[src/verilog/cpu_pkg.sv]
`default_nettype none

package cpu_pkg;

  typedef logic [7:0] byte_t;
  typedef logic [15:0] addr_t;

  // 6502 encodings of the supported subset
  typedef enum logic [7:0] {
    OP_NOP     = 8'hEA,
    OP_TAX     = 8'hAA,
    OP_TAY     = 8'hA8,
    OP_TXA     = 8'h8A,
    OP_TYA     = 8'h98,
    OP_TXS     = 8'h9A,
    OP_TSX     = 8'hBA,
    OP_LDA_IMM = 8'hA9,
    OP_LDX_IMM = 8'hA2,
    OP_LDY_IMM = 8'hA0,
    OP_LDA_ZP  = 8'hA5,
    OP_LDX_ZP  = 8'hA6,
    OP_LDY_ZP  = 8'hA4,
    OP_STA_ZP  = 8'h85,
    OP_ADC_IMM = 8'h69,
    OP_SBC_IMM = 8'hE9,
    OP_JMP_ABS = 8'h4C
  } opcode_e;

  typedef enum logic [2:0] {
    FETCH       = 3'd0,
    OPERAND     = 3'd1,
    FINISH      = 3'd2,
    VECTOR_LOW  = 3'd6,
    VECTOR_HIGH = 3'd7
  } stage_e;

  // Bit 7 down to bit 0, as in the 6502 P register
  typedef struct packed {
    logic n;
    logic v;
    logic one;
    logic b;
    logic d;
    logic i;
    logic z;
    logic c;
  } status_t;

  localparam status_t STATUS_RESET = '{
    n: 1'b0, v: 1'b0, one: 1'b1, b: 1'b1, d: 1'b0, i: 1'b1, z: 1'b0, c: 1'b0
  };

  localparam addr_t RESET_VECTOR = 16'hFFFC;
  localparam byte_t ZERO_PAGE_HIGH = 8'h00;

  typedef struct packed {
    logic operand_a_sel;
    logic operand_b_sel;
    logic invert_b;
    logic result_to_accumulator;
  } alu_op_t;

  typedef struct packed {
    logic data_to_a;
    logic data_to_x;
    logic data_to_y;
    logic data_to_pc_low;
    logic data_to_pc_high;
    logic data_to_address_low;
    logic data_to_address_high;
    logic zero_page_high;
    logic increment_pc_to_pc;
    logic increment_pc_to_address;
    logic pc_to_address;
    logic vector_high_to_address;
    logic a_to_x;
    logic a_to_y;
    logic x_to_a;
    logic y_to_a;
    logic x_to_s;
    logic s_to_x;
    logic a_to_data;
    logic load_flags;
    logic bus_read;
    logic bus_write;
    alu_op_t alu;
  } control_t;

endpackage : cpu_pkg

`default_nettype wire

[src/verilog/cpu_alu.sv]
`default_nettype none

module cpu_alu (
  input  wire cpu_pkg::byte_t   a_i,
  input  wire cpu_pkg::byte_t   b_i,
  input  wire                   carry_i,
  input  wire                   invert_i,
  input  wire cpu_pkg::status_t status_i,
  output cpu_pkg::byte_t        result_o,
  output cpu_pkg::status_t      flags_o
);

  cpu_pkg::byte_t operand_b;
  logic [8:0]     sum;

  // Inverted operand with carry in gives A - B - (1 - C)
  assign operand_b = invert_i ? ~b_i : b_i;
  assign sum       = {1'b0, a_i} + {1'b0, operand_b} + {8'd0, carry_i};
  assign result_o  = sum[7:0];

  always_comb begin
    flags_o   = status_i;
    flags_o.c = sum[8];
    flags_o.n = sum[7];
    flags_o.z = (sum[7:0] == 8'd0);
    // Same-sign inputs with a result of the other sign
    flags_o.v = (a_i[7] == operand_b[7]) && (sum[7] != a_i[7]);
  end

endmodule : cpu_alu

`default_nettype wire

[src/verilog/cpu_clock_enable.sv]
`default_nettype none

module cpu_clock_enable #(
  parameter int unsigned CLOCK_DIVIDER = 12
) (
  input  wire  clock_i,
  input  wire  reset_i,
  output logic step_tick_o
);

  // A divider of one still needs a one-bit counter
  localparam int unsigned COUNT_WIDTH = (CLOCK_DIVIDER > 1) ? $clog2(CLOCK_DIVIDER) : 1;
  localparam logic [COUNT_WIDTH-1:0] LAST_COUNT = COUNT_WIDTH'(CLOCK_DIVIDER - 1);

  logic [COUNT_WIDTH-1:0] count;

  always_ff @(posedge clock_i) begin
    if (reset_i) begin
      count       <= '0;
      step_tick_o <= 1'b0;
    end else if (count == LAST_COUNT) begin
      count       <= '0;
      step_tick_o <= 1'b1;
    end else begin
      count       <= count + 1'b1;
      step_tick_o <= 1'b0;
    end
  end

endmodule : cpu_clock_enable

`default_nettype wire

[src/verilog/cpu_datapath.sv]
`default_nettype none

module cpu_datapath (
  input  wire                    clock_i,
  input  wire                    reset_i,
  input  wire cpu_pkg::control_t control_i,
  input  wire cpu_pkg::byte_t    data_i,
  input  wire cpu_pkg::byte_t    alu_result_i,
  input  wire cpu_pkg::status_t  alu_flags_i,
  output cpu_pkg::byte_t         alu_a_o,
  output cpu_pkg::byte_t         alu_b_o,
  output logic                   alu_carry_o,
  output logic                   alu_invert_o,
  output cpu_pkg::status_t       alu_status_o,
  output cpu_pkg::addr_t         address_o,
  output cpu_pkg::byte_t         data_o,
  output logic                   bus_read_o,
  output logic                   bus_write_o
);

  cpu_pkg::byte_t   accumulator;
  cpu_pkg::byte_t   index_x;
  cpu_pkg::byte_t   index_y;
  cpu_pkg::byte_t   stack_pointer;
  cpu_pkg::status_t status;
  cpu_pkg::addr_t   program_counter;
  cpu_pkg::addr_t   pc_next;
  cpu_pkg::addr_t   address;
  cpu_pkg::byte_t   data_output;

  assign pc_next = program_counter + 16'd1;

  // ALU operands are zero when not selected
  assign alu_a_o      = control_i.alu.operand_a_sel ? accumulator : 8'd0;
  assign alu_b_o      = control_i.alu.operand_b_sel ? data_i : 8'd0;
  assign alu_carry_o  = status.c;
  assign alu_invert_o = control_i.alu.invert_b;
  assign alu_status_o = status;

  // Later strobes in each block take priority
  always_ff @(posedge clock_i) begin
    if (reset_i) begin
      status      <= cpu_pkg::STATUS_RESET;
      address     <= cpu_pkg::RESET_VECTOR;
      bus_read_o  <= 1'b1;
      bus_write_o <= 1'b0;
    end else begin
      if (control_i.pc_to_address) begin
        address <= program_counter;
      end
      if (control_i.increment_pc_to_address) begin
        address <= pc_next;
      end
      if (control_i.vector_high_to_address) begin
        address <= cpu_pkg::RESET_VECTOR + 16'd1;
      end
      if (control_i.data_to_address_low) begin
        address[7:0] <= data_i;
      end
      if (control_i.zero_page_high) begin
        address[15:8] <= cpu_pkg::ZERO_PAGE_HIGH;
      end
      if (control_i.data_to_address_high) begin
        address[15:8] <= data_i;
      end

      if (control_i.load_flags) begin
        status.n <= data_i[7];
        status.z <= (data_i == 8'd0);
      end
      if (control_i.alu.result_to_accumulator) begin
        status <= alu_flags_i;
      end

      // Bus levels only move on a step that issues an access
      if (control_i.bus_read || control_i.bus_write) begin
        bus_read_o  <= control_i.bus_read;
        bus_write_o <= control_i.bus_write;
      end
    end
  end

  always_ff @(posedge clock_i) begin
    if (control_i.data_to_pc_low) begin
      program_counter[7:0] <= data_i;
    end
    if (control_i.data_to_pc_high) begin
      program_counter[15:8] <= data_i;
    end
    if (control_i.increment_pc_to_pc) begin
      program_counter <= pc_next;
    end

    if (control_i.data_to_a) begin
      accumulator <= data_i;
    end
    if (control_i.x_to_a) begin
      accumulator <= index_x;
    end
    if (control_i.y_to_a) begin
      accumulator <= index_y;
    end
    if (control_i.alu.result_to_accumulator) begin
      accumulator <= alu_result_i;
    end

    if (control_i.data_to_x) begin
      index_x <= data_i;
    end
    if (control_i.a_to_x) begin
      index_x <= accumulator;
    end
    if (control_i.s_to_x) begin
      index_x <= stack_pointer;
    end

    if (control_i.data_to_y) begin
      index_y <= data_i;
    end
    if (control_i.a_to_y) begin
      index_y <= accumulator;
    end

    if (control_i.x_to_s) begin
      stack_pointer <= index_x;
    end
    if (control_i.a_to_data) begin
      data_output <= accumulator;
    end
  end

  assign address_o = address;
  assign data_o    = data_output;

endmodule : cpu_datapath

`default_nettype wire

[src/verilog/cpu_sequencer.sv]
`default_nettype none

module cpu_sequencer (
  input  wire                     clock_i,
  input  wire                     reset_i,
  input  wire                     step_tick_i,
  input  wire cpu_pkg::byte_t     data_i,
  input  wire                     data_valid_i,
  output cpu_pkg::control_t       control_o
);

  cpu_pkg::stage_e   stage;
  cpu_pkg::stage_e   next_stage;
  cpu_pkg::opcode_e  instruction;
  cpu_pkg::control_t control;
  logic              needs_data;
  logic              latch_opcode;
  logic              single_byte;
  logic              advance;

  // Implied-mode opcodes have no operand byte
  always_comb begin
    case (data_i)
      cpu_pkg::OP_NOP, cpu_pkg::OP_TAX, cpu_pkg::OP_TAY, cpu_pkg::OP_TXA,
      cpu_pkg::OP_TYA, cpu_pkg::OP_TXS, cpu_pkg::OP_TSX: single_byte = 1'b1;
      default: single_byte = 1'b0;
    endcase
  end

  always_comb begin
    control      = '0;
    next_stage   = stage;
    needs_data   = 1'b1;
    latch_opcode = 1'b0;

    case (stage)
      cpu_pkg::VECTOR_LOW: begin
        control.data_to_pc_low         = 1'b1;
        control.vector_high_to_address = 1'b1;
        control.bus_read               = 1'b1;
        next_stage                     = cpu_pkg::VECTOR_HIGH;
      end

      cpu_pkg::VECTOR_HIGH: begin
        // First opcode address is the vector just read
        control.data_to_pc_high      = 1'b1;
        control.pc_to_address        = 1'b1;
        control.data_to_address_high = 1'b1;
        control.bus_read             = 1'b1;
        next_stage                   = cpu_pkg::FETCH;
      end

      cpu_pkg::FETCH: begin
        latch_opcode                    = 1'b1;
        control.bus_read                = 1'b1;
        control.increment_pc_to_pc      = !single_byte;
        control.increment_pc_to_address = !single_byte;
        next_stage                      = cpu_pkg::OPERAND;
      end

      cpu_pkg::OPERAND: begin
        // Most instructions end here with the next opcode fetch
        control.bus_read                = 1'b1;
        control.increment_pc_to_pc      = 1'b1;
        control.increment_pc_to_address = 1'b1;
        next_stage                      = cpu_pkg::FETCH;
        case (instruction)
          cpu_pkg::OP_TAX: begin
            needs_data     = 1'b0;
            control.a_to_x = 1'b1;
          end
          cpu_pkg::OP_TAY: begin
            needs_data     = 1'b0;
            control.a_to_y = 1'b1;
          end
          cpu_pkg::OP_TXA: begin
            needs_data     = 1'b0;
            control.x_to_a = 1'b1;
          end
          cpu_pkg::OP_TYA: begin
            needs_data     = 1'b0;
            control.y_to_a = 1'b1;
          end
          cpu_pkg::OP_TXS: begin
            needs_data     = 1'b0;
            control.x_to_s = 1'b1;
          end
          cpu_pkg::OP_TSX: begin
            needs_data     = 1'b0;
            control.s_to_x = 1'b1;
          end
          cpu_pkg::OP_LDA_IMM: begin
            control.data_to_a  = 1'b1;
            control.load_flags = 1'b1;
          end
          cpu_pkg::OP_LDX_IMM: begin
            control.data_to_x  = 1'b1;
            control.load_flags = 1'b1;
          end
          cpu_pkg::OP_LDY_IMM: begin
            control.data_to_y  = 1'b1;
            control.load_flags = 1'b1;
          end
          cpu_pkg::OP_ADC_IMM, cpu_pkg::OP_SBC_IMM: begin
            control.alu.operand_a_sel         = 1'b1;
            control.alu.operand_b_sel         = 1'b1;
            control.alu.invert_b              = (instruction == cpu_pkg::OP_SBC_IMM);
            control.alu.result_to_accumulator = 1'b1;
          end
          cpu_pkg::OP_LDA_ZP, cpu_pkg::OP_LDX_ZP, cpu_pkg::OP_LDY_ZP: begin
            control.increment_pc_to_pc      = 1'b0;
            control.increment_pc_to_address = 1'b0;
            control.data_to_address_low     = 1'b1;
            control.zero_page_high          = 1'b1;
            next_stage                      = cpu_pkg::FINISH;
          end
          cpu_pkg::OP_STA_ZP: begin
            control.increment_pc_to_pc      = 1'b0;
            control.increment_pc_to_address = 1'b0;
            control.data_to_address_low     = 1'b1;
            control.zero_page_high          = 1'b1;
            control.a_to_data               = 1'b1;
            control.bus_read                = 1'b0;
            control.bus_write               = 1'b1;
            next_stage                      = cpu_pkg::FINISH;
          end
          cpu_pkg::OP_JMP_ABS: begin
            // Keep PC on the low operand so the address moves to the high one
            control.increment_pc_to_pc = 1'b0;
            control.data_to_pc_low     = 1'b1;
            next_stage                 = cpu_pkg::FINISH;
          end
          default: begin
            needs_data = 1'b0;
          end
        endcase
      end

      cpu_pkg::FINISH: begin
        control.bus_read                = 1'b1;
        control.increment_pc_to_pc      = 1'b1;
        control.increment_pc_to_address = 1'b1;
        next_stage                      = cpu_pkg::FETCH;
        case (instruction)
          cpu_pkg::OP_LDA_ZP: begin
            control.data_to_a  = 1'b1;
            control.load_flags = 1'b1;
          end
          cpu_pkg::OP_LDX_ZP: begin
            control.data_to_x  = 1'b1;
            control.load_flags = 1'b1;
          end
          cpu_pkg::OP_LDY_ZP: begin
            control.data_to_y  = 1'b1;
            control.load_flags = 1'b1;
          end
          cpu_pkg::OP_JMP_ABS: begin
            control.increment_pc_to_pc      = 1'b0;
            control.increment_pc_to_address = 1'b0;
            control.data_to_pc_high         = 1'b1;
            control.pc_to_address           = 1'b1;
            control.data_to_address_high    = 1'b1;
          end
          default: begin
            needs_data = 1'b0;
          end
        endcase
      end

      default: begin
        needs_data = 1'b0;
        next_stage = cpu_pkg::VECTOR_LOW;
      end
    endcase
  end

  // A step that needs memory stalls until data_valid_i
  assign advance   = step_tick_i && (data_valid_i || !needs_data);
  assign control_o = advance ? control : '0;

  always_ff @(posedge clock_i) begin
    if (reset_i) begin
      stage <= cpu_pkg::VECTOR_LOW;
    end else if (advance) begin
      stage <= next_stage;
    end
  end

  always_ff @(posedge clock_i) begin
    if (advance && latch_opcode) begin
      instruction <= cpu_pkg::opcode_e'(data_i);
    end
  end

endmodule : cpu_sequencer

`default_nettype wire

[src/verilog/cpu_top.sv]
`default_nettype none

module cpu_top #(
  parameter int unsigned CLOCK_DIVIDER = 12
) (
  input  wire                 clock_i,
  input  wire                 reset_i,
  input  wire cpu_pkg::byte_t data_i,
  input  wire                 data_valid_i,
  output cpu_pkg::byte_t      data_o,
  output cpu_pkg::addr_t      address_o,
  output logic                bus_read_o,
  output logic                bus_write_o
);

  logic              step_tick;
  cpu_pkg::control_t control;
  cpu_pkg::byte_t    alu_a;
  cpu_pkg::byte_t    alu_b;
  logic              alu_carry;
  logic              alu_invert;
  cpu_pkg::status_t  alu_status;
  cpu_pkg::byte_t    alu_result;
  cpu_pkg::status_t  alu_flags;

  cpu_clock_enable #(
    .CLOCK_DIVIDER(CLOCK_DIVIDER)
  ) clock_enable_inst (
    .clock_i    (clock_i),
    .reset_i    (reset_i),
    .step_tick_o(step_tick)
  );

  cpu_sequencer sequencer_inst (
    .clock_i     (clock_i),
    .reset_i     (reset_i),
    .step_tick_i (step_tick),
    .data_i      (data_i),
    .data_valid_i(data_valid_i),
    .control_o   (control)
  );

  cpu_datapath datapath_inst (
    .clock_i     (clock_i),
    .reset_i     (reset_i),
    .control_i   (control),
    .data_i      (data_i),
    .alu_result_i(alu_result),
    .alu_flags_i (alu_flags),
    .alu_a_o     (alu_a),
    .alu_b_o     (alu_b),
    .alu_carry_o (alu_carry),
    .alu_invert_o(alu_invert),
    .alu_status_o(alu_status),
    .address_o   (address_o),
    .data_o      (data_o),
    .bus_read_o  (bus_read_o),
    .bus_write_o (bus_write_o)
  );

  cpu_alu alu_inst (
    .a_i     (alu_a),
    .b_i     (alu_b),
    .carry_i (alu_carry),
    .invert_i(alu_invert),
    .status_i(alu_status),
    .result_o(alu_result),
    .flags_o (alu_flags)
  );

endmodule : cpu_top

`default_nettype wire
[config.mk]
export PLATFORM = sky130hd
export DESIGN_NAME = cpu_top
export DESIGN_NICKNAME = d
export VERILOG_FILES = /design/src/verilog/cpu_pkg.sv /design/src/verilog/cpu_alu.sv /design/src/verilog/cpu_clock_enable.sv /design/src/verilog/cpu_datapath.sv /design/src/verilog/cpu_sequencer.sv /design/src/verilog/cpu_top.sv
export SDC_FILE = /design/constraint.sdc
export NUM_CORES = 1
export LEC_CHECK = 0
export BUFFER_PORTS_ARGS = -buffer_cell sky130_fd_sc_hd__clkbuf_2
export CORE_MARGIN = 10
export CORE_UTILIZATION = 50
export CTS_BUF_LIST = sky130_fd_sc_hd__clkbuf_4
export CTS_CLUSTER_DIAMETER = 50
export DETAILED_ROUTE_END_ITERATION = 16
export PLACE_DENSITY = 0.65
export SLEW_MARGIN = 20
export SYNTH_ARGS = -nofsm -noshare
export SYNTH_HDL_FRONTEND = slang
export SYNTH_SLANG_ARGS = --single-unit
[constraint.sdc]
create_clock -name clock_i -period 8.2 [get_ports clock_i]
set_input_delay 1.64 -clock clock_i [delete_from_list [all_inputs] [get_ports clock_i]]
set_output_delay 1.64 -clock clock_i [all_outputs]
set_load 0.05 [all_outputs]
== Yosys cells after proc, flatten, opt, wreduce, memory -nomap -nowiden ==
Cells that the tools add are included.
Word-level totals
  bits in registers: 91
  bits of input ports: 11
  output and inout port bits: 26
  logic and storage cells: 138
Cells by class
  add/subtract/negate cells: 4
  equality and inequality tests: 28
  muxes and demuxes: 63
  bitwise logic cells: 1
  reduce and logical (&&, ||, !) cells: 26
Operators with widths (number)
  == test 8 bit, second input constant: 21
  two-way mux 8 bit: 17
  two-way mux 16 bit: 4
  two-way mux 1 bit: 26
  two-way mux 26 bit: 1
  adder 16 x 1 -> 16 bit, second input constant: 1
  == test 8 x 7 -> 1 bit, second input constant: 2
  one-hot mux 3 bit (4 select lines): 1
  OR reduction 4 bit: 3
  one-hot mux 1 bit (2 select lines): 5
  OR reduction 10 bit: 1
  adder 8 x 8 -> 9 bit: 1
  adder 9 x 1 -> 9 bit: 1
  OR reduction 3 bit: 3
  NOT 8 bit: 1
  nonzero test 4 bit: 2
  two-way mux 7 bit: 1
  OR reduction 7 bit: 1
  == test 3 bit, second input constant: 2
  one-hot mux 2 bit (3 select lines): 1
  one-hot mux 3 bit (2 select lines): 1
  nonzero test 2 bit: 3
  OR reduction 2 bit: 3
  two-way mux 5 bit: 1
  other kinds (15): 19

== Logic depth before layout (Yosys ltp) ==
Gate-level depths: netlist of run 1.
  depth after elaboration: 14
  gate-level depth with buffers: 19
  depth with buffers taken out: 16

== By module ==
Synthesis of run 1 repeated with hierarchy kept, for this count alone.
Second synthesis, totals
  cell total of the unflattened synthesis: 614
  area, all modules: 5880.6 um^2
Modules (own cells, without submodules)
  cpu_datapath: instances 1, cells each 402, area an instance 4155.2 um^2, seq. area each 2202.1 um^2
  cpu_sequencer: instances 1, cells each 137, area an instance 1067.3 um^2, seq. area each 300.3 um^2
  cpu_alu: instances 1, cells each 57, area an instance 459.2 um^2, seq. area each 0.0 um^2
  cpu_clock_enable: instances 1, cells each 18, area an instance 198.9 um^2, seq. area each 100.1 um^2

== Least setup slack after synthesis of run 1 ==
OpenSTA, ideal clock, no wires.
  path type: input -> register
  from: input port data_valid_i
  to: register datapath_inst.accumulator[6], data pin
  setup time: 145 ps
  arrival: 4352 ps
  required time: 8055 ps
  path slack: 3703 ps
  stages on the path: 16
  path buffers: 2
  cell sequence: a211o_1 a32o_2 o21ai_2 buf_4 nor3_1 clkbuf_1 nand2_1 fa_1 inv_1 fa_1 a21o_1 a21oi_1 o21ai_0 o211a_1 or3_1 o21ai_1
Between the ends
  longest elaborated chain between the ends: 9
  elaborated cells on any way between the ends: 12
  those cells by class: add/sub (2); mux (7); bitwise (1); reduce/logical (2)
RTL lines
  start: declaration: RTL line cpu_top.sv:9  | input wire data_valid_i,
  logical OR 1 bit (*): RTL line cpu_sequencer.sv:178  | assign advance = step_tick_i && (data_valid_i || !needs_data);
  logical AND 1 bit (*): RTL line cpu_sequencer.sv:178
  two-way mux 26 bit (*): RTL line cpu_sequencer.sv:179  | assign control_o = advance ? control : '0;
  two-way mux 8 bit: RTL line cpu_datapath.sv:35  | assign alu_b_o = control_i.alu.operand_b_sel ? data_i : 8'd0;
  NOT 8 bit: RTL line cpu_alu.sv:17  | assign operand_b = invert_i ? ~b_i : b_i;
  two-way mux 8 bit: RTL line cpu_alu.sv:17
  adder 8 x 8 -> 9 bit: RTL line cpu_alu.sv:18  | assign sum = {1'b0, a_i} + {1'b0, operand_b} + {8'd0, carry_i};
  adder 9 x 1 -> 9 bit: RTL line cpu_alu.sv:18
  two-way mux 8 bit (*): RTL line cpu_datapath.sv:103  | if (control_i.alu.result_to_accumulator) begin
  end signal: assignment: RTL line cpu_datapath.sv:98  | accumulator <= index_x;
  end signal: assignment: RTL line cpu_datapath.sv:101  | accumulator <= index_y;
  end signal: assignment: RTL line cpu_datapath.sv:104  | accumulator <= alu_result_i;
  end: declaration: RTL line cpu_datapath.sv:21  | cpu_pkg::byte_t accumulator;
Mark *: on every way between the ends. The rest lies on a longest branch, timed or not.
A chain may end at the register's enable or synchronous reset.

== Final worst setup path of run 1 ==
  from: register sequencer_inst.instruction[4]
  to: register datapath_inst.status, in the netlist datapath_inst.alu_carry_o
Between the ends
  longest elaborated chain between the ends: 13
  elaborated cells on any way between the ends: 28
  those cells by class: add/sub (2); eq/ne (10); mux (9); bitwise (1); reduce/logical (6)
RTL lines
  start: declaration: RTL line cpu_sequencer.sv:14  | cpu_pkg::opcode_e instruction;
  start signal: assignment: RTL line cpu_sequencer.sv:191  | instruction <= cpu_pkg::opcode_e'(data_i);
  == test 8 bit (tied with other cells): RTL line cpu_sequencer.sv:67  | case (instruction)
  OR reduction 10 bit (no line) or OR reduction 4 bit (tied branches)
  two-way mux 1 bit, on equally long branches: RTL line cpu_sequencer.sv:67, cpu_sequencer.sv:144
  one-hot mux 1 bit (3 select lines): RTL line cpu_sequencer.sv:36  | case (stage)
  zero test 1 bit: RTL line cpu_sequencer.sv:178
  logical OR 1 bit: RTL line cpu_sequencer.sv:178
  logical AND 1 bit: RTL line cpu_sequencer.sv:178
  two-way mux 26 bit (*): RTL line cpu_sequencer.sv:179
  two-way mux 8 bit: RTL line cpu_datapath.sv:35
  NOT 8 bit: RTL line cpu_alu.sv:17
  two-way mux 8 bit: RTL line cpu_alu.sv:17
  adder 8 x 8 -> 9 bit: RTL line cpu_alu.sv:18
  adder 9 x 1 -> 9 bit: RTL line cpu_alu.sv:18
  end signal: assignment: RTL line cpu_datapath.sv:43  | status <= cpu_pkg::STATUS_RESET;
  end signal: assignment: RTL line cpu_datapath.sv:72  | status <= alu_flags_i;
  end: declaration: RTL line cpu_datapath.sv:25  | cpu_pkg::status_t status;
Marks and branches as above.

==> key figures, run 1 <==
Hold path
  – Min-Delay Path Depth: 1
  – Type of the most critical hold path: reg2reg
  – Hold endpoint: clock_enable_inst.count[0]
  – Min-delay src: clock_enable_inst.count[0]

Worst setup path
  – Crit-path max FO: 22
  – Path depth of the worst reg2reg path: 17
  – Worst setup SP type: register
  – WS Path Type: reg2reg
  – Crit path launch: sequencer_inst.instruction[4]
  – Critical Path RT: 8570 ps
  – Critical path data arrival time: 5190 ps
  – Launching point of the worst reg2reg path: sequencer_inst.instruction[4]
  – Worst Setup End Kind: register
  – Reg2Reg Setup Slack: 3390 ps
  – RR Endpoint: datapath_inst.alu_carry_o

Drt
  – Wire length after detailed routing: 13,800 µm
  – Drt pass-1 iters: 4
  – Routed via count: 4,227
  – Post-route ant nets: 0
  – Iter 0 DRT Violations: 404
  – Drt wl/cell: 20.0 µm
  – DRC errors left: 0
  – Vias per cell: 6.11

Logic synthesis
  – Syn nets: 564
  – Post-synth EDFFs: 64
  – Flip-flop and latch count after synthesis: 91
  – Cell taking the most area after synthesis: edfxtp_1
  – Syn. warnings: 0
  – Netlist cell types: 76
  – Most common flop cell mapped by yosys: edfxtp_1
  – Syn_area_per_cell: 9.99 µm²
  – Ranking of synthesized cells by area: edfxtp_1 35%, dfxtp_1 10%, xnor2_1 4.7%
  – Sequential-to-total area share from yosys stat: 0.455
  – Gate Count Post-Synth: 542
  – Synth top area share: 0.355
  – Mapped Area: 5410 µm²
  – Asr flop ratio synth: 0

Clocking
  – CTS max path bufs: 2
  – H-tree depth: 3
  – TritonCTS clock tree: done
  – Num CTS Buffers: 9
  – Post-CTS setup buffers: 0
  – Sink Count: 91
  – Later-pin clock latency in the skew report: 450 ps
  – Clock-pin slew on the worst setup and hold paths: 130 ps
  – Clock root buffer: clkbuf_4
  – CTS Hold Bufs: 0
  – Post-CTS sizing: 0

Global routing
  – Largest net degree at the start of global routing: 25
  – Vias in the first global route: 4,212
  – Global-route wire length before repair: 22,200 µm
  – Global route overflow: 0
  – Antenna violations before repair: 0
  – Tot GR Track Use: 0.185

Placement
  – Placed insts: 677
  – Routability cong.: 0.864
  – Post-DP Area: 5590 µm²
  – Post-DP HPWL: 9900 µm
  – Port Buffer Count: 36
  – Place WS: 3050 ps

Floorplanning
  – Core Region: 10,400 µm²
  – Die height: 124 µm
  – IO Pins: 37
  – Placement row count: 37
  – Die Wd: 124 µm
  – Starting Density: 0.520
  – Full die area: 15,400 µm²

STA
  – Slew Viols, Final: 0
  – Worst-margin pin slew: 1120 ps
  – Max transition margin: 0.251
  – Final WS setup: 3390 ps
  – Setup TNS: 0 ps
  – # setup viols final: 0
  – RSZ-0062 raised after global routing: no
  – Crit path time final: 4810 ps
  – Layout Skew: 17.4 ps
  – Period utilisation layout: 0.587
  – Fin. Hold Viols: 0
  – Max Fclk: 208 MHz

Pwr
  – Lkg Pwr: 2.08 nW
  – Tot Pwr: 0.831 mW
  – VDD IR max: 0.0786 mV
  – Pwr dens: 144 nW/µm²

Layout
  – Final instance area: 5760 µm²
  – Final cell count without fillers: 692
  – Diode count: 0
  – Area Growth Syn to Fin: 6.45%
  – Post-layout nets: 574
  – Share of cells above drive strength 1: 0.153

Job
  – Max-Cap Viols: 0

Outcome
  – Run status: complete, no violations
## registers in the layout (all words and copies together) (netlist names), 3 cells and up
| signal | flops |
|---|---|
| datapath_inst.index_y | 8 |
| datapath_inst.program_counter | 16 |
| datapath_inst.accumulator | 8 |
| datapath_inst.address_o | 16 |
| datapath_inst.index_x | 8 |
| datapath_inst.data_o | 8 |
| sequencer_inst.instruction | 8 |
| clock_enable_inst.count | 4 |
| datapath_inst.stack_pointer | 8 |
| sequencer_inst.stage | 3 |
## how the worst max path moves through the flow
stage                                         to  slack [ps]  cells after the start
CTS                 datapath_inst.accumulator[7]        3430                     15
global placement    datapath_inst.accumulator[6]        3190                     16
floorplan           datapath_inst.accumulator[6]        3700                     16
detailed placement  datapath_inst.accumulator[6]        3050                     16
global route           datapath_inst.alu_carry_o        2970                     17
finish                 datapath_inst.alu_carry_o        3390                     17
## cell type report
cell class | count | area, µm²
fillers | 970 | 4650
multi-input cells | 402 | 2720
flip-flops and latches | 91 | 2460
repair buffers | 37 | 188
well taps | 136 | 170
clock inverters | 5 | 103
clock buffers | 10 | 75.1
inverters | 11 | 41.3
## synthesized netlist by cell type (3+ instances only)
library cell  instances
a211oi_1              9
a21oi_1              42
a22oi_1               4
a31oi_1               3
and2_1               10
and3_1                8
and4_1                5
buf_2                12
buf_4                 3
buf_6                 3
clkbuf_1             20
dfxtp_1              27
edfxtp_1             64
ha_1                  9
inv_1                11
mux2_1                7
mux2_2               11
mux2i_1              18
nand2_1              40
nand2b_1             10
nand3_1               9
nand4_1               6
nor2_1               58
nor2b_1               8
nor3_1               20
nor3b_1               4
nor4_1                5
o211ai_1              3
o21ai_0              15
o21ai_1               6
o22ai_1               3
or3_1                 3
xnor2_1              29
xor2_1                6
## placed cells by master (no fill, tap or decap), types with 3 or more instances in the layout
master     instances
a211oi_1           9
a21oi_1           42
a22oi_1            4
a31oi_1            3
and2_1            10
and3_1             8
and4_1             5
bufinv_16          3
clkbuf_2          36
clkbuf_4          10
dfxtp_1           27
edfxtp_1          64
ha_1               9
inv_1             11
mux2_1             7
mux2_2            11
mux2i_1           18
nand2_1           40
nand2b_1          10
nand3_1            9
nand4_1            6
nor2_1            58
nor2b_1            8
nor3_1            19
nor3b_1            4
nor4_1             5
o211ai_1           3
o21ai_0           15
o21ai_1            6
o22ai_1            3
or3_1              3
xnor2_1           29
xor2_1             6
## metrics by stage
stage          utilization  hold WS, ps
5_1_grt              0.553          496
2_1_floorplan            -          417
4_1_cts              0.553          469
3_5_place_dp         0.536          445
3_3_place_gp         0.536          430
6_report             0.553          460
## cell families (layout without fill, tap and decap cells)
group | Yosys count | after routing | share of synthesized area
mux | 36 | 36 | 0.0707
buf+inv | 49 | 63 | 0.0430
fa+ha+maj | 11 | 11 | 0.0282
compound gates | 117 | 117 | 0.144
xor+xnor | 35 | 35 | 0.0566
flops | 91 | 91 | 0.455
simple gates | 203 | 203 | 0.203
## worst max-delay path, cell delays in order (launching register included)
cell	delay, ps
edfxtp_1	1020
nor4b_2	130
nand4_1	280
a32o_2	300
o21ai_2	60
buf_4	230
nor3_2	830
nand2_1	180
fa_1	460
inv_1	80
fa_1	190
a21o_1	120
a21oi_1	120
o21ai_0	190
o211a_1	190
o21a_1	110
o21ai_0	70
a21oi_1	180
## layer usage
metal	vias up	share of wire	track usage
li1	1998	-	-
met1	2069	0.44	0.232
met2	138	0.49	0.313
met3	22	0.052	0.0285
met4	0	0.021	0.0719
met5	-	0	0
## power by group
part	internal [mW]	switching [mW]
clock network	0.156	0.149
registers	0.491	0.00181
logic	0.0120	0.0212
(Power assumes the default switching activity.)
==> run 2, diff against run 1 <==
==> constraint.sdc (replaced) <==
create_clock -name clock_i -period 4.9 [get_ports clock_i]
set_input_delay 0.98 -clock clock_i [delete_from_list [all_inputs] [get_ports clock_i]]
set_output_delay 0.98 -clock clock_i [all_outputs]
set_load 0.05 [all_outputs]
==> run 2 against run 1 <==
Against the previous run: register-to-register slack lost 2800 ps; core utilization is essentially flat; sequential share of layout area is essentially flat; maximum frequency grew 11%; critical path depth shrank 4; first-iteration DRC count grew 3.7%; sequential power grew 67%; final cell count grew 0.87%; critical endpoint is now datapath_inst.accumulator[6].
==> key figures, run 2 (same netlist as run 1, synthesis figures left out) <==
Outcome
  – Run status: complete, no violations

Pwr
  – Flop pwr share: 0.626
  – Int Pwr: 1.01 mW
  – Switching share of total power: 0.232
  – Lkg Pwr: 2.10 nW
  – Pwr dens: 228 nW/µm²
  – Gate power share: 0.043
  – Clock power share: 0.331
  – VDD IR max: 0.132 mV
  – Sw power: 0.306 mW

Hold path
  – Type of the most critical hold path: reg2reg
  – Min-delay src: clock_enable_inst.count[0]

Floorplanning
  – Core Region: 10,400 µm²
  – Die Wd: 124 µm
  – Placement row count: 37
  – Starting Density: 0.520
  – IO Pins: 37
  – Die height: 124 µm
  – Full die area: 15,400 µm²

Clocking
  – Num CTS Buffers: 9
  – Sink Count: 91
  – CTS max path bufs: 2
  – Clock root buffer: clkbuf_4
  – TritonCTS clock tree: done
  – CTS Hold Bufs: 0
  – H-tree depth: 3
  – Post-CTS setup buffers: 0
  – Clock-pin slew on the worst setup and hold paths: 150 ps
  – Later-pin clock latency in the skew report: 500 ps
  – Post-CTS sizing: 0

STA
  – # setup viols final: 0
  – Period utilisation layout: 0.886
  – Crit path time final: 4340 ps
  – Max transition margin: 0.393
  – Setup TNS: 0 ps
  – Slew Viols, Final: 0
  – RSZ-0062 raised after global routing: no
  – Max Fclk: 230 MHz
  – Fin. Hold Viols: 0
  – Layout Skew: 24.8 ps
  – Worst-margin pin slew: 910 ps

Placement
  – Post-DP HPWL: 10,400 µm
  – Port Buffer Count: 36
  – Routability cong.: 0.904
  – Placed insts: 682

Worst setup path
  – Worst setup SP type: register
  – Crit-path max FO: 14
  – Crit-path cells: nand4bb_1 > nor4_1 > o31ai_4 > o21ai_2 > or3_1 > nor2_1 > fa_1 > a21o_1 > a21oi_1 > o21ai_0 > o211a_1 > or3_1 > o21ai_1
  – Critical path data arrival time: 4680 ps
  – Launching point of the worst reg2reg path: sequencer_inst.instruction[7]
  – WS Path Type: reg2reg
  – Worst Setup End Kind: register
  – CP max stage delay: 750 ps
  – Crit path launch: sequencer_inst.instruction[7]
  – Buf+Inv Stages, Crit Path: 0
  – Critical path's top delay family: simple AND/OR/NAND/NOR gates
  – Critical Path Slowest Stage Cell: edfxtp_1
  – Critical Path RT: 5240 ps
  – Top cell by count, worst path: or3_1

Global routing
  – Antenna violations before repair: 0
  – Global route overflow: 0
  – Tot GR Track Use: 0.195
  – Largest net degree at the start of global routing: 25
  – Global-route wire length before repair: 22,900 µm
  – Vias in the first global route: 4,184

Layout
  – Diode count: 0
  – Layout fillers: 970
  – Area Growth Syn to Fin: 6.52%
  – Share of cells above drive strength 1: 0.162
  – Commonest non-fill, non-tap cells in the layout: 64 x edfxtp_1, 58 x nor2_1, 42 x a21oi_1, 40 x nand2_1, 36 x clkbuf_2
  – Final cell count without fillers: 698
  – Post-layout nets: 579
  – Most common cell after layout, fill and taps aside: edfxtp_1

Drt
  – Wire length after detailed routing: 14,200 µm
  – Drt pass-1 iters: 5
  – DRC errors left: 0
  – Vias per cell: 6.00
  – Post-route ant nets: 0
  – Routed via count: 4,185
  – Drt wl/cell: 20.4 µm
  – Iter 0 DRT Violations: 419

Job
  – Max-Cap Viols: 0
## run 2: cell types whose count changed in the layout (fill, tap and decap cells not counted)
cell and delta:
clkbuf_4 +1, clkinv_4 +2, clkinvlp_4 -1, buf_4 +5, bufinv_16 -2, inv_6 +1
## run 2: cell type report
type / instances / area, µm² / area share
clock buffer: 11 / 82.6 / 0.0143
clock inverter: 5 / 61.3 / 0.0106
inverter: 11 / 41.3 / 0.00716
multi-input combinational: 402 / 2720 / 0.472
sequential: 91 / 2460 / 0.427
tap: 136 / 170 / 0.0295
timing repair buffer: 42 / 225 / 0.0391
## run 2: metal layers
metal  share of wire  global-route usage  routed length, µm  vias up
li1                -                   -                  -     2015
met1            0.42               0.237               6010     2003
met2            0.48               0.320               6890      138
met3           0.062              0.0434                881       29
met4           0.031              0.0964                442        0
met5               0                   0                  0        -
## run 2: metrics by stage
stage	power [mW]	worst slack, ps	hold slack (ps)	util	cell area, µm²
finish	1.32	559	463	0.554	5770
global route	1.36	302	482	0.554	5770
CTS	1.33	607	466	0.554	5770
detailed placement	0.898	682	443	0.540	5620
global placement	0.896	829	428	0.540	5620
floorplan	0.877	1060	417	-	5410
## run 2: worst paths after layout
path / end / slack [ps] / depth (start not counted)
worst max register to register: datapath_inst.accumulator[6] / 560 / 13
worst min register to register: clock_enable_inst.count[0] / 460 / 1
worst min-delay path: clock_enable_inst.count[0] / 460 / 1
worst max-delay path: datapath_inst.accumulator[6] / 560 / 13
## run 2: worst reg2reg max path: stages, from the launching register on
cell and delay (ps):
edfxtp_1 750, nand4bb_1 260, nor4_1 510, o31ai_4 110
o21ai_2 400, or3_1 400, nor2_1 150, fa_1 470
a21o_1 170, a21oi_1 260, o21ai_0 130, o211a_1 140
or3_1 350, o21ai_1 90
## run 2: power groups by stage
stage | registers, mW | clock network, mW | logic (mW)
after floorplan | 0.841 | 0 | 0.0365
after global placement | 0.842 | 0 | 0.0548
after detailed placement | 0.842 | 0 | 0.0559
after CTS | 0.825 | 0.451 | 0.0559
after global routing | 0.825 | 0.470 | 0.0622
final | 0.825 | 0.437 | 0.0563
==> run 3, diff against run 2 <==
--- a/config.mk
+++ b/config.mk
@@ -9,10 +9,11 @@
 export CORE_MARGIN = 10
 export CORE_UTILIZATION = 50
 export CTS_BUF_LIST = sky130_fd_sc_hd__clkbuf_4
-export CTS_CLUSTER_DIAMETER = 50
+export CTS_CLUSTER_DIAMETER = 100
 export DETAILED_ROUTE_END_ITERATION = 16
 export PLACE_DENSITY = 0.65
 export SLEW_MARGIN = 20
 export SYNTH_ARGS = -nofsm -noshare
 export SYNTH_HDL_FRONTEND = slang
+export SYNTH_HIERARCHICAL = 1
 export SYNTH_SLANG_ARGS = --single-unit
==> run 3 against run 2 <==
Against the previous run: wire length fell by 3.7%; clock-buffer cell count up 1; critical path type unchanged; worst setup slack improved by 170 ps; clock skew down 10 ps; final cell count up 4.6%; largest cell class unchanged; highest routed layer unchanged; global-route usage is 2.2 points lower.
==> key figures, run 3 <==
Drt
  – Drt pass-1 iters: 5
  – Wire length after detailed routing: 13,700 µm
  – Vias per cell: 5.91
  – Drt wl/cell: 18.8 µm
  – Routed via count: 4,314
  – Iter 0 DRT Violations: 374
  – Post-route ant nets: 0
  – DRC errors left: 0

Global routing
  – Antenna violations before repair: 0
  – Largest net degree at the start of global routing: 36
  – Global route overflow: 0
  – Global-route wire length before repair: 22,500 µm
  – Tot GR Track Use: 0.173
  – Vias in the first global route: 4,279

STA
  – Worst-margin pin slew: 776 ps
  – Final WS setup: 727 ps
  – Period utilisation layout: 0.852
  – Layout Skew: 14.4 ps
  – Fin. Hold Viols: 0
  – Max Fclk: 240 MHz
  – RSZ-0062 raised after global routing: no
  – Final Hold Slack: 473 ps
  – Max transition margin: 0.483
  – # setup viols final: 0
  – Setup TNS: 0 ps
  – Crit path time final: 4170 ps
  – Slew Viols, Final: 0

Logic synthesis
  – Syn nets: 595
  – Mapped Area: 5510 µm²
  – Syn_area_per_cell: 9.62 µm²
  – Syn. warnings: 6
  – Gate Count Post-Synth: 573

Layout
  – Layout fillers: 1,019
  – Most common cell after layout, fill and taps aside: edfxtp_1
  – Commonest non-fill, non-tap cells in the layout: 64 x edfxtp_1, 49 x nand2_1, 42 x a21oi_1, 42 x nor2_1, 36 x clkbuf_2
  – Final instance area: 5890 µm²
  – Post-layout nets: 607
  – Share of cells above drive strength 1: 0.161
  – Diode count: 0
  – Finished Core Util: 0.543
  – Area Growth Syn to Fin: 6.76%
  – Final cell count without fillers: 730

Worst setup path
  – Crit-path cells: or3b_1 > nor4_2 > and2_1 > xor2_1 > fa_1 > inv_1 > fa_1 > nor2b_1 > o31a_1 > o31a_1 > o21ai_0 > nand2b_1 > mux2i_1 > nor2_1
  – Reg2Reg Setup Slack: 730 ps
  – Crit-path max FO: 18
  – Worst setup SP type: register
  – Critical Path Slowest Stage Cell: dfxtp_1
  – Critical path data arrival time: 4470 ps
  – Critical Path RT: 5200 ps
  – WS Path Type: reg2reg
  – Worst Setup End Kind: register
  – CP max stage delay: 660 ps

Floorplanning
  – Die Wd: 125 µm
  – Placement row count: 38
  – IO Pins: 37
  – Die height: 125 µm
  – Core Region: 10,800 µm²
  – Full die area: 15,600 µm²
  – Starting Density: 0.509

Clocking
  – Num CTS Buffers: 9
  – Sink Count: 91
  – Clock-pin slew on the worst setup and hold paths: 130 ps
  – Later-pin clock latency in the skew report: 440 ps
  – Post-CTS setup buffers: 0
  – H-tree depth: 3
  – Clock root buffer: clkbuf_4
  – CTS Hold Bufs: 0
  – Post-CTS sizing: 0
  – TritonCTS clock tree: done
  – CTS max path bufs: 2

Hold path
  – Type of the most critical hold path: reg2reg

Job
  – Max-Cap Viols: 0

Pwr
  – Lkg Pwr: 2.05 nW
  – VDD IR max: 0.152 mV
  – Tot Pwr: 1.30 mW
  – Pwr dens: 220 nW/µm²

Placement
  – Routability cong.: 0.890
  – Place WS: 797 ps
  – Post-DP Area: 5750 µm²
  – Port Buffer Count: 36
  – Post-DP HPWL: 9870 µm
  – Placed insts: 714

Outcome
  – Run status: complete, no violations
==> run 3: final timing paths <==
| kind | cells past startpoint | startpoint | end |
|---|---|---|---|
| max | 14 | sequencer_inst/stage[0] | datapath_inst/alu_carry_o |
| min | 2 | datapath_inst/bus_read_o | datapath_inst/bus_read_o |
| max reg2reg | 14 | sequencer_inst/stage[0] | datapath_inst/alu_carry_o |
| min reg2reg | 2 | datapath_inst/bus_read_o | datapath_inst/bus_read_o |
==> run 3: cell type report <==
cell class	instances	area, µm²	area share
Multi-Input combinational cell	422	2790	0.474
Sequential cell	91	2460	0.418
Timing Repair Buffer	49	278	0.0472
Tap cell	140	175	0.0298
Clock buffer	12	90.1	0.0153
Inverter	12	45.0	0.00765
Clock inverter	4	43.8	0.00744
==> run 3: worst max-delay path, delay by kind of cell (launching register included) <==
family	cells	cell delay (ps)
buffers and inverters	1	90
multiplexers	1	140
adder cells (fa/ha/maj)	2	650
AO/OA/AOI/OAI	3	680
flip-flops	1	660
AND/OR/NAND/NOR	6	1660
XOR/XNOR	1	160
==> run 3: where the power goes <==
| group | internal [mW] | leakage [nW] | switching (mW) |
|---|---|---|---|
| combinational | 0.0172 | 1.18 | 0.0337 |
| sequential | 0.820 | 0.794 | 0.00188 |
| clock | 0.170 | 0.0787 | 0.251 |
==> run 3: layer usage <==
metal / track usage / vias to the layer above / share of wire / routed length [µm]
met5: 0 / - / 0 / 0
met4: 0.0481 / 0 / 0.014 / 197
met3: 0.0401 / 16 / 0.046 / 632
met2: 0.296 / 95 / 0.51 / 6960
met1: 0.213 / 2097 / 0.43 / 5920
li1: - / 2106 / - / -
